<file path="src/source/dcache_pkg.sv">
package dcache_pkg;

    // ----------------------------------------
    // Cache geometry
    // ----------------------------------------
    localparam int WORD_W     = 32;
    localparam int LINE_WORDS = 4;
    localparam int LINE_W     = 128;
    localparam int LINE_BYTES = 16;
    localparam int WAYS       = 4;
    localparam int ADDR_W     = 32;

    typedef logic [LINE_W-1:0] line_t;

    typedef logic [WAYS-1:0] way_vec_t;  // One-hot or empty.

    // ----------------------------------------
    // Port payloads
    // ----------------------------------------
    typedef struct packed {
        logic [ADDR_W-1:0] addr;
        logic              we;
        logic [3:0]        be;
        logic [WORD_W-1:0] wdata;
    } cpu_req_t;

    typedef struct packed {
        logic [ADDR_W-5:0] line_addr;  // Byte address without the line offset.
        line_t             data;
    } mem_wr_t;

endpackage

</file>
<file path="src/source/dcache_lru.sv">
`timescale 1ns/1ps

module dcache_lru import dcache_pkg::*; #(
    parameter int SETS = 16
) (
    input  logic                     clk,
    input  logic                     rstn,
    input  logic [$clog2(SETS)-1:0] index,
    input  way_vec_t                 valid_set,
    input  way_vec_t                 way_visit,
    output way_vec_t                 lru_way_sel
);

    // Bit 0 picks the half to replace, bit 1 ways 0/1, bit 2 ways 2/3.
    logic [SETS-1:0][2:0] tree;
    logic [2:0]           cur;
    logic [2:0]           tree_nxt;

    assign cur = tree[index];

    always_comb begin
        tree_nxt = cur;
        if (way_visit[0] || way_visit[1]) begin
            tree_nxt[0] = 1'b1;  // Point away from the visited half.
            tree_nxt[1] = way_visit[0];
        end else begin
            tree_nxt[0] = 1'b0;
            tree_nxt[2] = way_visit[2];
        end
    end

    always_ff @(posedge clk) begin
        if (!rstn) begin
            tree <= '0;
        end else if (|way_visit) begin
            tree[index] <= tree_nxt;
        end
    end

    always_comb begin
        lru_way_sel = '0;
        if (&valid_set) begin
            if (cur[0]) begin
                lru_way_sel[cur[2] ? 3 : 2] = 1'b1;
            end else begin
                lru_way_sel[cur[1] ? 1 : 0] = 1'b1;
            end
        end else begin
            for (int w = WAYS - 1; w >= 0; w--) begin
                if (!valid_set[w]) begin
                    lru_way_sel = way_vec_t'(1) << w;  // Lowest invalid way wins.
                end
            end
        end
    end

endmodule

</file>
<file path="config.mk">
export PLATFORM = sky130hd
export DESIGN_NAME = dcache_lru
export DESIGN_NICKNAME = d
export VERILOG_FILES = /design/src/source/dcache_pkg.sv /design/src/source/dcache_lru.sv
export SDC_FILE = /design/constraint.sdc
export NUM_CORES = 1
export LEC_CHECK = 0
export BUFFER_PORTS_ARGS = -buffer_cell sky130_fd_sc_hd__buf_2
export CAP_MARGIN = 20
export CORE_MARGIN = 1.5
export CORE_UTILIZATION = 25
export DETAILED_ROUTE_END_ITERATION = 10
export GPL_ROUTABILITY_DRIVEN = 0
export GPL_TIMING_DRIVEN = 0
export PLACE_DENSITY_LB_ADDON = 0.25
export SLEW_MARGIN = 20
export SYNTH_ARGS = -nofsm -noshare
export SYNTH_HDL_FRONTEND = slang
export SYNTH_SLANG_ARGS = --single-unit
</file>
<file path="constraint.sdc">
create_clock -name clk -period 1.6 [get_ports clk]
set_input_delay 0.16 -clock clk [delete_from_list [all_inputs] [get_ports clk]]
set_output_delay 0.16 -clock clk [all_outputs]
set_load 0.05 [all_outputs]
</file>
Word level (Yosys, flattened, before mapping):

Cells that the tools add are included.

* bits in registers: 48
* bits in latches: 0
* bits in writable memories: 0
* bits in read-only memories: 0
* output and inout bits: 4
* memories kept: 0

* $add $sub $neg: 0
* $mul: 0
* div/mod/pow operators: 0
* order comparisons: 6
* equality and inequality tests: 0
* shift-type cells: 0
* mux-type cells: 20
* bitwise logic cells: 0
* reductions and logical operators: 6

Operator list (count)
* bitwise mux 48 bit: 1
* two-way mux 4 bit: 6
* binary-select mux 3 bit (select 4 bit): 1
* demux 3 bit (select 4 bit): 1
* two-way mux 1 bit: 7
* two-way mux 3 bit: 2
* < comparator 4 x 5 -> 1 bit (second input constant): 1
* demux 1 bit (select 2 bit): 2
* greater-or-equal comparator 4 x 1 -> 1 bit (second input constant): 1
* AND reduction 4 bit: 1
* OR reduction 4 bit: 1
* logical AND 1 bit: 3
* < comparator 1 x 3 -> 1 bit (second input constant): 1
* < comparator 2 x 3 -> 1 bit (second input constant): 1
* greater-or-equal comparator 2 x 1 -> 1 bit (second input constant): 1
* greater-or-equal comparator 1 bit (second input constant): 1
* logical OR 1 bit: 1

Longest topological paths before layout:

Gate-level depths: netlist (run 1).

* depth in word-level cells: 9
* gate-level depth with buffers: 8
* gate-level depth less buffers: 5

Worst setup path before layout (run 1):

Ideal clock, no wire load.

* path type: input to output
* from: input port index[0]
* to: output port lru_way_sel[0]
* arrival time: 2.483 ns
* required time: 1.440 ns
* path slack: -1.043 ns
* stages: 6
* cell sequence: buf_6 -> buf_6 -> mux4_2 -> a22oi_1 -> nand4_1 -> o31ai_1

* longest elaborated chain between the ends: 9
* elaborated cells between the ends (all ways): 16

RTL lines
* start: declaration: RTL line dcache_lru.sv:8 `input logic [$clog2(SETS)-1:0] index,`
* binary-select mux 3 bit (select 4 bit) (*): RTL line dcache_lru.sv:19 `assign cur = tree[index];`
* two-way mux 3 bit (not written as such) (*): RTL line dcache_lru.sv:19
* two-way mux 1 bit, on equally long branches: RTL line dcache_lru.sv:46, dcache_lru.sv:44
* < comparator 1 x 3 -> 1 bit (not written as such), or another cell as far along: RTL line dcache_lru.sv:46 `lru_way_sel[cur[1] ? 1 : 0] = 1'b1;`
* logical AND 1 bit, on equally long branches: RTL line dcache_lru.sv:46, dcache_lru.sv:44
* two-way mux 1 bit, on equally long branches: RTL line dcache_lru.sv:46, dcache_lru.sv:44
* demux 1 bit (select 2 bit), on equally long branches: RTL line dcache_lru.sv:46, dcache_lru.sv:44
* two-way mux 4 bit (*): RTL line dcache_lru.sv:43 `if (cur[0]) begin`
* two-way mux 4 bit (*): RTL line dcache_lru.sv:42 `if (&valid_set) begin`
* end: declaration: RTL line dcache_lru.sv:11 `output way_vec_t lru_way_sel`

Mark *: on every way between the ends. The rest lies on a longest branch, timed or not. The select of a mux whose other input is x is not followed.

Worst setup path in the final report (run 1):

* from: register tree[9] in the netlist's numbering
* to: output port lru_way_sel[0]

* longest elaborated chain between the ends: 4

RTL lines
* start: declaration: RTL line dcache_lru.sv:15 `logic [SETS-1:0][2:0] tree;`
* start signal: indexed assignment: RTL line dcache_lru.sv:36 `tree[index] <= tree_nxt;`
* binary-select mux 3 bit (select 4 bit): RTL line dcache_lru.sv:19
* two-way mux 3 bit (not written as such): RTL line dcache_lru.sv:19
* two-way mux 4 bit: RTL line dcache_lru.sv:43
* two-way mux 4 bit: RTL line dcache_lru.sv:42

Every way passes these cells. The select of a mux whose other input is x is not followed.

==> summary.txt, run 1 <==
Cells and area
  • # fillers: 923
  • Layout cells sized above 1: 0.355
  • Non-Filler Instances: 356
  • Multi-input logic area: 1290 µm²
  • Nets: 263
  • Max reg flops: 48
  • Registers with the most flip-flops: tree x48
  • Largest Register: tree
  • ANT cells: 0
  • Finished Cell Area: roughly 2800 µm²
  • Reg area: 965 µm²
  • Area grow syn2layout: 23.9%

Power
  • Logic gate share of total power: 0.147
  • VDD IR max: a little under 0.0003 V
  • Clk pwr share: 0.339
  • P_leak: 1.12 nW
  • P_int: 0.00183 W
  • Pwr dens: roughly 900 nW/µm²
  • Seq pwr share: 0.514
  • Switch share: 0.250
  • Switching power: 0.000610 W

Synth
  • Post-synthesis sequential area ratio: 0.430
  • Synth Instances: approximately 220
  • #FFs+latches synth: 48
  • Largest cells by area after synthesis: dfxtp_1, mux4_2, o211a_1
  • Post-synth top area share: 0.430
  • Synth area leader: dfxtp_1
  • Mean Syn Cell Area: around 10 µm²
  • Synth unique cells: 32
  • Async SR Flop Fraction: 0
  • Prevailing post-synth register cell: dfxtp_1
  • Synth Cell Area: about 2200 µm²
  • Warnings from Yosys: 0
  • Post-synth EDFFs: 0
  • Syn_nets: 237

Clocking
  • Clock Pin Slew Worst Setup and Hold Paths: approximately 80 ps
  • Number of clock sinks: 48
  • # hold bufs at CTS: 0
  • CTS root buf: clkbuf_8
  • Clock latency on the worst-skew pair: 290 ps
  • TritonCTS clock tree: done
  • Max clock buf depth: 2
  • H-tree levels: 2
  • CTS Buf Count: 5

Route
  • Post-DRT Antenna Nets: 0
  • Wirelength per Cell: roughly 17 µm
  • Drt pass-1 iters: 4
  • Vias per cell: between 5 and 6
  • DRC: 0
  • Via count: around 1800
  • Starting DRT DRC Count: 101
  • WL final: 6000 µm

Outcome
  • Violated checks: setup timing
  • Outcome: finished with violations

STA
  • Worst-Margin Slew: roughly 780 ps
  • Fin Setup TNS: -8570 ps
  • Slew Limit Fails: 0
  • Max_slew headroom: 0.477
  • Fin crit period: 2120 ps
  • RSZ-0062 raised after global routing: true
  • Final hold vios: 0
  • Clk_skew: 3.25 ps
  • Final setup violation count: 37
  • Fmax: between 0.4 and 0.5 GHz
  • Final setup margin: -516 ps
  • Final Cycle Share: 1.32

Placement
  • Post-placement cell count: 345
  • Detailed placement HPWL: 4170 µm
  • Dpl cell area: 2540 µm²
  • Pre-CTS setup slack: -670 ps
  • Port Buf Inserts: 14

Die
  • Die area: 9500 µm²
  • Die Height: 97.5 µm
  • Row cnt: 34
  • I/O pin total: 18
  • Die width: 97.5 µm
  • Placeable core region: 8680 µm²
  • Starting Density: 0.257

Global route
  • GRT overflow: 0
  • Global-route wire length before repair: 9840 µm
  • Total GRT Usage: 0.133
  • Largest net degree at the start of global routing: 14
  • Initial antenna violation count: 0
  • Vias in the first global route: approximately 1800

Setup path
  • Worst Path Max Fanout: 2
  • Nature of the critical path endpoint: primary output
  • CP Buf/Inv Count: 1
  • Worst Path Arrival: 1960 ps
  • CP Class: flip-flop to primary output
  • Crit path cell chain: mux4_2, a22oi_2, nand4_1, o31ai_4, buf_6
  • Critical Path Slowest Stage Cell: mux4_2
  • CP max stage delay: around 470 ps
  • Crit start category: flip-flop
  • Delay-heaviest family, CP: multiplexers
  • Worst EP required: roughly 1400 ps

Flow run
  • Max capacitance violation total: 0

Hold path
  • Hold Crit Class: input pin to flip-flop
[final timing paths]
| path | startpoint | to | slack [ps] | cells after the start |
|---|---|---|---|---|
| setup reg to reg | tree[11] | tree[11] | -270 | 7 |
| setup / recovery | tree[9] | lru_way_sel[0] | -520 | 5 |
| hold / removal | rstn | tree[47] | 270 | 3 |
| hold reg to reg | tree[6] | tree[6] | 500 | 1 |
[power groups by stage]
stage / registers, W / logic, W / clock network, W
final: 0.00125 / 0.000358 / 0.000826
after global routing: 0.00126 / 0.000389 / 0.000913
after CTS: 0.00125 / 0.000371 / 0.000864
after detailed placement: 0.00128 / 0.000320 / 0
after global placement: 0.00128 / 0.000317 / 0
after floorplan: 0.00127 / 0.000233 / 0
[worst register-to-register path, cell delays in order, from the launching register on]
cell,delay [ps]
dfxtp_1,310
mux4_2,480
a22oi_2,240
buf_4,160
nand2_2,80
mux2i_4,210
buf_12,180
a21oi_1,70
[layout make-up]
type,instances,share of cell area
timing repair buffer,20,0.0606
tap,108,0.0488
inverter,2,0.00271
clock inverter,1,0.0109
clock buffer,5,0.0249
multi-input combinational,159,0.468
sequential,48,0.349
buffer,13,0.0353
[synth_stat cells, types with 2 or more instances]
library cell,count
buf_6,4
o21ai_0,32
mux4_2,9
a21oi_2,9
nand2_1,21
a22oi_1,2
nand2b_1,2
nor2_1,14
nand3b_1,2
nor3_1,3
clkbuf_1,9
nor2b_1,2
a21oi_1,25
a22oi_2,4
nand4_1,2
mux4_1,3
dfxtp_1,48
o211a_1,16
nand3_1,2
inv_1,2
[kinds of logic after synthesis]
family / Yosys count / share of synthesized area
flops: 48 / 0.430
compound gates: 91 / 0.274
simple gates: 55 / 0.119
buf+inv: 16 / 0.0409
mux: 13 / 0.136
[per-layer routing]
layer	wire (µm)	global-route usage	vias to the layer above
li1	-	-	876
met1	3010	0.191	896
met2	2680	0.201	46
met3	274	0.0331	4
met4	36	0.0286	0
met5	0	0	-
[layout by cell type (no fill, tap or decap), types with 2 or more instances in the layout]
| master | instances |
|---|---|
| a21oi_1 | 7 |
| a21oi_2 | 26 |
| a22oi_2 | 6 |
| buf_12 | 3 |
| buf_2 | 10 |
| buf_4 | 3 |
| buf_6 | 6 |
| buf_8 | 2 |
| clkbuf_1 | 8 |
| clkbuf_8 | 5 |
| dfxtp_1 | 45 |
| dfxtp_2 | 3 |
| inv_1 | 2 |
| mux4_2 | 11 |
| nand2_1 | 19 |
| nand2_2 | 3 |
| nand2b_1 | 2 |
| nand3_1 | 2 |
| nand3b_1 | 2 |
| nand4_1 | 2 |
| nor2_1 | 14 |
| nor2b_1 | 2 |
| nor3_1 | 3 |
| o211a_1 | 16 |
| o21ai_0 | 32 |
[what timing repair did]
| action | CTS | global route |
|---|---|---|
| buffers inserted | 5 | 1 |
| endpoints found under the setup margin | 39 | 39 |
| resized for setup | 27 | 5 |
| pin swaps | 8 | 5 |
| gates cloned | 1 | 0 |
[metrics by stage]
| step | util | total power [W] | hold WS [ps] |
|---|---|---|---|
| floorplan | - | 0.00151 | 329 |
| global placement | 0.293 | 0.00160 | 476 |
| detailed placement | 0.293 | 0.00160 | 486 |
| CTS | 0.322 | 0.00249 | 251 |
| global route | 0.319 | 0.00256 | 290 |
| finish | 0.319 | 0.00244 | 271 |
Note: power is estimated with default switching activity, not from simulation.
==> inputs of run 2 (changes only) <==
ABC_AREA = 1   (was not set)
CORE_UTILIZATION = 53   (was 25)
==> run 2 against run 1 <==
  * The run still ends with setup timing left
  * Count of clock-buffer cells in the layout did not move
  * Critical endpoint is now lru_way_sel[1]
  * Largest cell class unchanged
  * Register-to-register slack improved by 370 ps
  * Cell area rose by 1.3%
  * Setup slack improved by 420 ps
  * First-iteration DRC count rose to 2.8 times the previous value
  * Combinational power fell by 6.4%
  * Final cell count rose by 31%
  * Non-clock buffer count rose by 2
==> summary.txt, run 2 <==
Outcome
  • Outcome: finished with violations
  • Violated checks: setup timing

STA
  • Fmax: roughly 0.59 GHz
  • Final Hold Slack: roughly 150 ps
  • Final Cycle Share: 1.06
  • Fin crit period: 1690 ps
  • Final setup violation count: 4
  • Worst-Margin Slew: 470 ps
  • Clk_skew: 10.5 ps
  • Final setup margin: -91.8 ps
  • Fin Setup TNS: -216 ps
  • Slew Limit Fails: 0
  • Final hold vios: 0
  • Max_slew headroom: 0.686
  • RSZ-0062 raised after global routing: true

Route
  • Drt pass-1 iters: 5
  • Via count: 2438
  • Vias per cell: 5.24
  • Post-DRT Antenna Nets: 0
  • DRC: 0
  • Starting DRT DRC Count: 283
  • Wirelength per Cell: around 13 µm
  • WL final: slightly above 6000 µm

Cells and area
  • Most frequent cells in the layout: nand2_1, nor2_1, dfxtp_1
  • Layout cells sized above 1: 0.150
  • Registers with the most flip-flops: tree x48
  • Layout Utilization: 0.643
  • Most common cell after layout, fill and taps aside: nand2_1
  • Largest Register: tree
  • Max reg flops: 48
  • Area grow syn2layout: 17.1%
  • ANT cells: 0
  • Nets: 428

Global route
  • Met1 Track Usage GR: 0.341
  • Global-route wire length before repair: 10100 µm
  • Layer with the highest usage: met2
  • Largest net degree at the start of global routing: 14
  • Vias in the first global route: between 2000 and 2500
  • GRT overflow: 0
  • Grt met2 use: 0.428
  • Met3 Use GR: 0.0433
  • Total GRT Usage: 0.257
  • Initial antenna violation count: 0

Die
  • Die area: 4930 µm²
  • Die width: 70.2 µm
  • Row cnt: 24
  • I/O pin total: 18
  • Die Height: ~70 µm
  • Placeable core region: 4350 µm²
  • Starting Density: 0.549

Synth
  • Warnings from Yosys: 0
  • Syn_nets: 398
  • Async SR Flop Fraction: 0
  • Prevailing post-synth register cell: dfxtp_1
  • Synth unique cells: 19
  • Synth area leader: dfxtp_1
  • Post-synthesis sequential area ratio: 0.402
  • Post-synth top area share: 0.402
  • Post-synth EDFFs: 0
  • #FFs+latches synth: 48
  • Mean Syn Cell Area: between 6 and 7 µm²
  • Top-count cell post-synth: nand2_1
  • Largest cells by area after synthesis: dfxtp_1, nand2_1, nor2_1
  • Top cells by count, synth: nand2_1, nor2_1, dfxtp_1, inv_1, o21ai_0
  • Synth Instances: around 380
  • Synth Cell Area: 2390 µm²

Clocking
  • Clock latency on the worst-skew pair: 310 ps
  • Number of clock sinks: 48
  • Max clock buf depth: 2
  • TritonCTS clock tree: done
  • CTS root buf: clkbuf_8
  • CTS Buf Count: 5
  • H-tree levels: 2
  • Clock Pin Slew Worst Setup and Hold Paths: about 90 ps

Setup path
  • Crit path cell chain: inv_2, o21ai_2, nand2_1, nand2_1, nand2_2, nand4_1, nand3_1, o21ai_1, buf_6
  • Nature of the critical path endpoint: primary output
  • Worst Path Arrival: 1530 ps
  • Worst EP required: 1440 ps
  • Critical Path Slowest Stage Cell: dfxtp_2
  • Worst path most repeated cell: nand2_1
  • Worst Path Max Fanout: 2
  • CP max stage delay: 340 ps
  • CP Class: flip-flop to primary output
  • Crit start category: flip-flop

Hold path
  • Hold Crit Class: input pin to flip-flop

Placement
  • Pre-CTS setup slack: -198 ps
  • Port Buf Inserts: 17
  • Detailed placement HPWL: 4220 µm

Power
  • Pwr dens: 872 nW/µm²
  • P_leak: 1.40 nW
  • VDD IR max: 0.000634 V

Flow run
  • Max capacitance violation total: 0
[run 2: area by class of cell]
| type | count | area [µm²] |
|---|---|---|
| buffer | 12 | 87.6 |
| inverter | 38 | 145 |
| fill | 380 | 1550 |
| multi-input combinational | 286 | 1280 |
| sequential | 48 | 972 |
| tap | 52 | 65.1 |
| timing repair buffer | 23 | 155 |
| clock buffer | 5 | 68.8 |
| clock inverter | 1 | 30.0 |
[run 2: what timing repair did]
action                                  in CTS  in global routing
pin swaps                                    5                  4
endpoints found under the setup margin       4                 24
resized for setup                           27                 17
hold buffers                                 0                  0
setup buffers                                2                  4
[run 2: worst max-delay path, delay by kind of cell, from the launching register on]
family	cells	cell delay (ps)
compound gates	2	240
flops	1	340
simple gates	5	450
buf+inv	2	210
[run 2: power breakdown]
group / total, W / internal (W) / switching, W
combinational: 0.000335 / 0.000111 / 0.000223
clock: 0.000852 / 0.000449 / 0.000403
sequential: 0.00126 / 0.00124 / 0.0000203
total: 0.00244 / 0.00180 / 0.000647
[run 2: kinds of logic after synthesis]
logic type | after synthesis | synth area share
and+or+nand+nor | 217 | 0.363
AOI/OAI and AO/OA | 69 | 0.149
buffers and inverters | 50 | 0.0863
DFF | 48 | 0.402
[run 2: metal layers]
layer	routed length (µm)	up-vias
li1	-	1269
met5	0	-
met4	106	0
met1	2720	1075
met3	471	14
met2	2880	80
[run 2: final timing paths]
path	from	to	slack, ps	cells after the start
min reg2reg	tree[18]	tree[18]	540	2
max	tree[1]	lru_way_sel[1]	-90	9
max reg2reg	tree[4]	tree[10]	100	12
min	rstn	tree[45]	150	3
[run 2: stage by stage]
step	cells	power [W]	area [µm²]
after global placement	453	0.00157	2550
after floorplan	384	0.00148	2400
after global routing	465	0.00251	2800
after detailed placement	453	0.00157	2550
after CTS	461	0.00241	2720
final	465	0.00244	2800
==> inputs of run 3 (changes only) <==
CORE_ASPECT_RATIO = 1.25   (was not set)
==> run 3 against run 2 <==
  * The flow still finishes with violations (setup timing)
  * Die area about the same
  * Fmax about the same
  * Critical path depth did not move
  * Setup slack better by 0.69 ps
  * Cell area up 1.1%
  * Via count rose by 2.1%
  * Power is 5.0% lower
  * First-iteration DRC count decreased by 36%
  * Core utilization rose by 0.66 points
  * Wire length is 2.9% higher
  * Clock skew down 3.8 ps
  * Critical endpoint unchanged
  * Largest cell class unchanged
==> summary.txt, run 3 (same netlist as run 2, synthesis figures left out) <==
Outcome
  • Outcome: finished with violations
  • Violated checks: setup timing

Route
  • Drt pass-1 iters: 6
  • Vias per cell: between 5 and 6
  • WL final: 6350 µm
  • Starting DRT DRC Count: 181
  • Wirelength per Cell: roughly 13 µm
  • DRC: 0
  • Via count: between 2000 and 2500
  • Post-DRT Antenna Nets: 0

Cells and area
  • Layout Utilization: 0.650
  • # fillers: 385
  • ANT cells: 0
  • Finished Cell Area: 2830 µm²
  • Registers with the most flip-flops: tree x48
  • Nets: 428
  • Most common cell after layout, fill and taps aside: nand2_1
  • Largest Register: tree
  • Multi-input logic area: around 1300 µm²
  • Layout cells sized above 1: 0.173
  • Reg area: 976 µm²
  • Area grow syn2layout: 18.4%
  • Most frequent cells in the layout: nand2_1, nor2_1, dfxtp_1
  • Max reg flops: 48

Clocking
  • # hold bufs at CTS: 0
  • Max clock buf depth: 2
  • CTS root buf: clkbuf_8
  • Clock latency on the worst-skew pair: roughly 300 ps
  • H-tree levels: 2
  • CTS Buf Count: 5
  • Number of clock sinks: 48
  • Clock Pin Slew Worst Setup and Hold Paths: 90 ps
  • TritonCTS clock tree: done

Setup path
  • RR Startpoint: tree[4]
  • Reg-to-reg slack, setup: 20 ps
  • Nature of the critical path endpoint: primary output
  • Crit start category: flip-flop
  • Worst Path Arrival: 1530 ps
  • Register-to-Register Path Depth: 13
  • CP Class: flip-flop to primary output
  • Worst Setup SP: tree[1]
  • Worst Path Max Fanout: 2
  • Crit path to: lru_way_sel[1]
  • Worst EP required: roughly 1400 ps
  • R2r endpoint: tree[31]

Global route
  • Met1 Track Usage GR: 0.327
  • Grt met2 use: 0.445
  • GRT overflow: 0
  • Layer with the highest usage: met2
  • Initial antenna violation count: 0
  • Largest net degree at the start of global routing: 15
  • Met3 Use GR: 0.0487
  • Vias in the first global route: about 2200
  • Global-route wire length before repair: ~10000 µm
  • Total GRT Usage: 0.263

Placement
  • Port Buf Inserts: 17
  • Detailed placement HPWL: 4290 µm
  • Dpl cell area: 2550 µm²
  • Pre-CTS setup slack: -332 ps

Hold path
  • Hold Crit Class: input pin to flip-flop

STA
  • Final hold vios: 0
  • Fin crit period: ~1700 ps
  • Fin Setup TNS: -183 ps
  • Fmax: 0.591 GHz
  • Final setup margin: -91.2 ps
  • Max_slew headroom: 0.635
  • Worst-Margin Slew: 547 ps
  • Clk_skew: 6.64 ps
  • Final setup violation count: 4
  • Slew Limit Fails: 0
  • Final Cycle Share: 1.06
  • RSZ-0062 raised after global routing: true

Flow run
  • Max capacitance violation total: 0

Power
  • VDD IR max: 0.000524 V
  • P_leak: 1.40 nW
  • Pwr dens: 819 nW/µm²

Die
  • Die Height: 78.1 µm
  • Starting Density: 0.549
  • Placeable core region: 4360 µm²
  • I/O pin total: 18
  • Row cnt: 27
  • Die area: 4930 µm²
  • Die width: 63.1 µm
[run 3: changes by cell type in the layout (fill, tap and decap cells not counted), moves of 2 or more]
| cell | previous run | this run |
|---|---|---|
| nand3_1 | 20 | 15 |
| nand3_2 | 0 | 5 |
| dfxtp_1 | 39 | 36 |
| dfxtp_2 | 9 | 12 |
| clkbuf_1 | 6 | 8 |
| nand2_1 | 129 | 127 |
| nand2_2 | 5 | 7 |
[run 3: timing repair]
action / 4_1_cts / 5_1_grt
pin swaps: 9 / 15
resized for setup: 30 / 26
gates cloned: 0 / 1
setup endpoints to repair: 4 / 24
buffers inserted: 2 / 3
[run 3: report_power, final]
part	internal, W	switching [W]
combinational	0.000108	0.000226
clock	0.000313	0.000417
sequential	0.00124	0.0000205
total	0.00166	0.000663
[run 3: stage by stage]
stage          hold slack [ps]  total power [W]  cells
6_report                   153          0.00232    473
5_1_grt                    159          0.00241    473
4_1_cts                    140          0.00231    469
3_5_place_dp               469          0.00157    459
3_3_place_gp               461          0.00157    459
2_1_floorplan              298          0.00148    384
[run 3: critical path, cell delays in order, from the launching register on]
cell and delay, ps:
dfxtp_2 340, inv_2 30, o21ai_2 130, nand2_1 60, nand2_1 80, nand2_2 50, nand4_1 150, nand3_1 80
o21ai_1 110, buf_6 180
[run 3: how the worst min path moves through the flow]
| stage | start | to | cells past startpoint |
|---|---|---|---|
| finish | rstn | tree[45] | 3 |
| floorplan | rstn | tree[42] | 2 |
| global route | rstn | tree[42] | 3 |
| global placement | rstn | tree[42] | 3 |
| detailed placement | rstn | tree[45] | 3 |
| CTS | rstn | tree[42] | 3 |
[run 3: layer usage]
| metal | share of wire | wire length [µm] | vias up |
|---|---|---|---|
| met2 | 0.50 | 3170 | 86 |
| met3 | 0.043 | 276 | 18 |
| met5 | 0 | 0 | - |
| met4 | 0.037 | 237 | 0 |
| li1 | - | - | 1269 |
| met1 | 0.42 | 2670 | 1116 |
[run 3: layout make-up]
type,instances,share of cell area
Multi-Input combinational cell,286,0.462
Sequential cell,48,0.345
Timing Repair Buffer,23,0.0561
Inverter,38,0.0512
Buffer,12,0.0309
Clock buffer,7,0.0269
Tap cell,58,0.0256
Clock inverter,1,0.00309
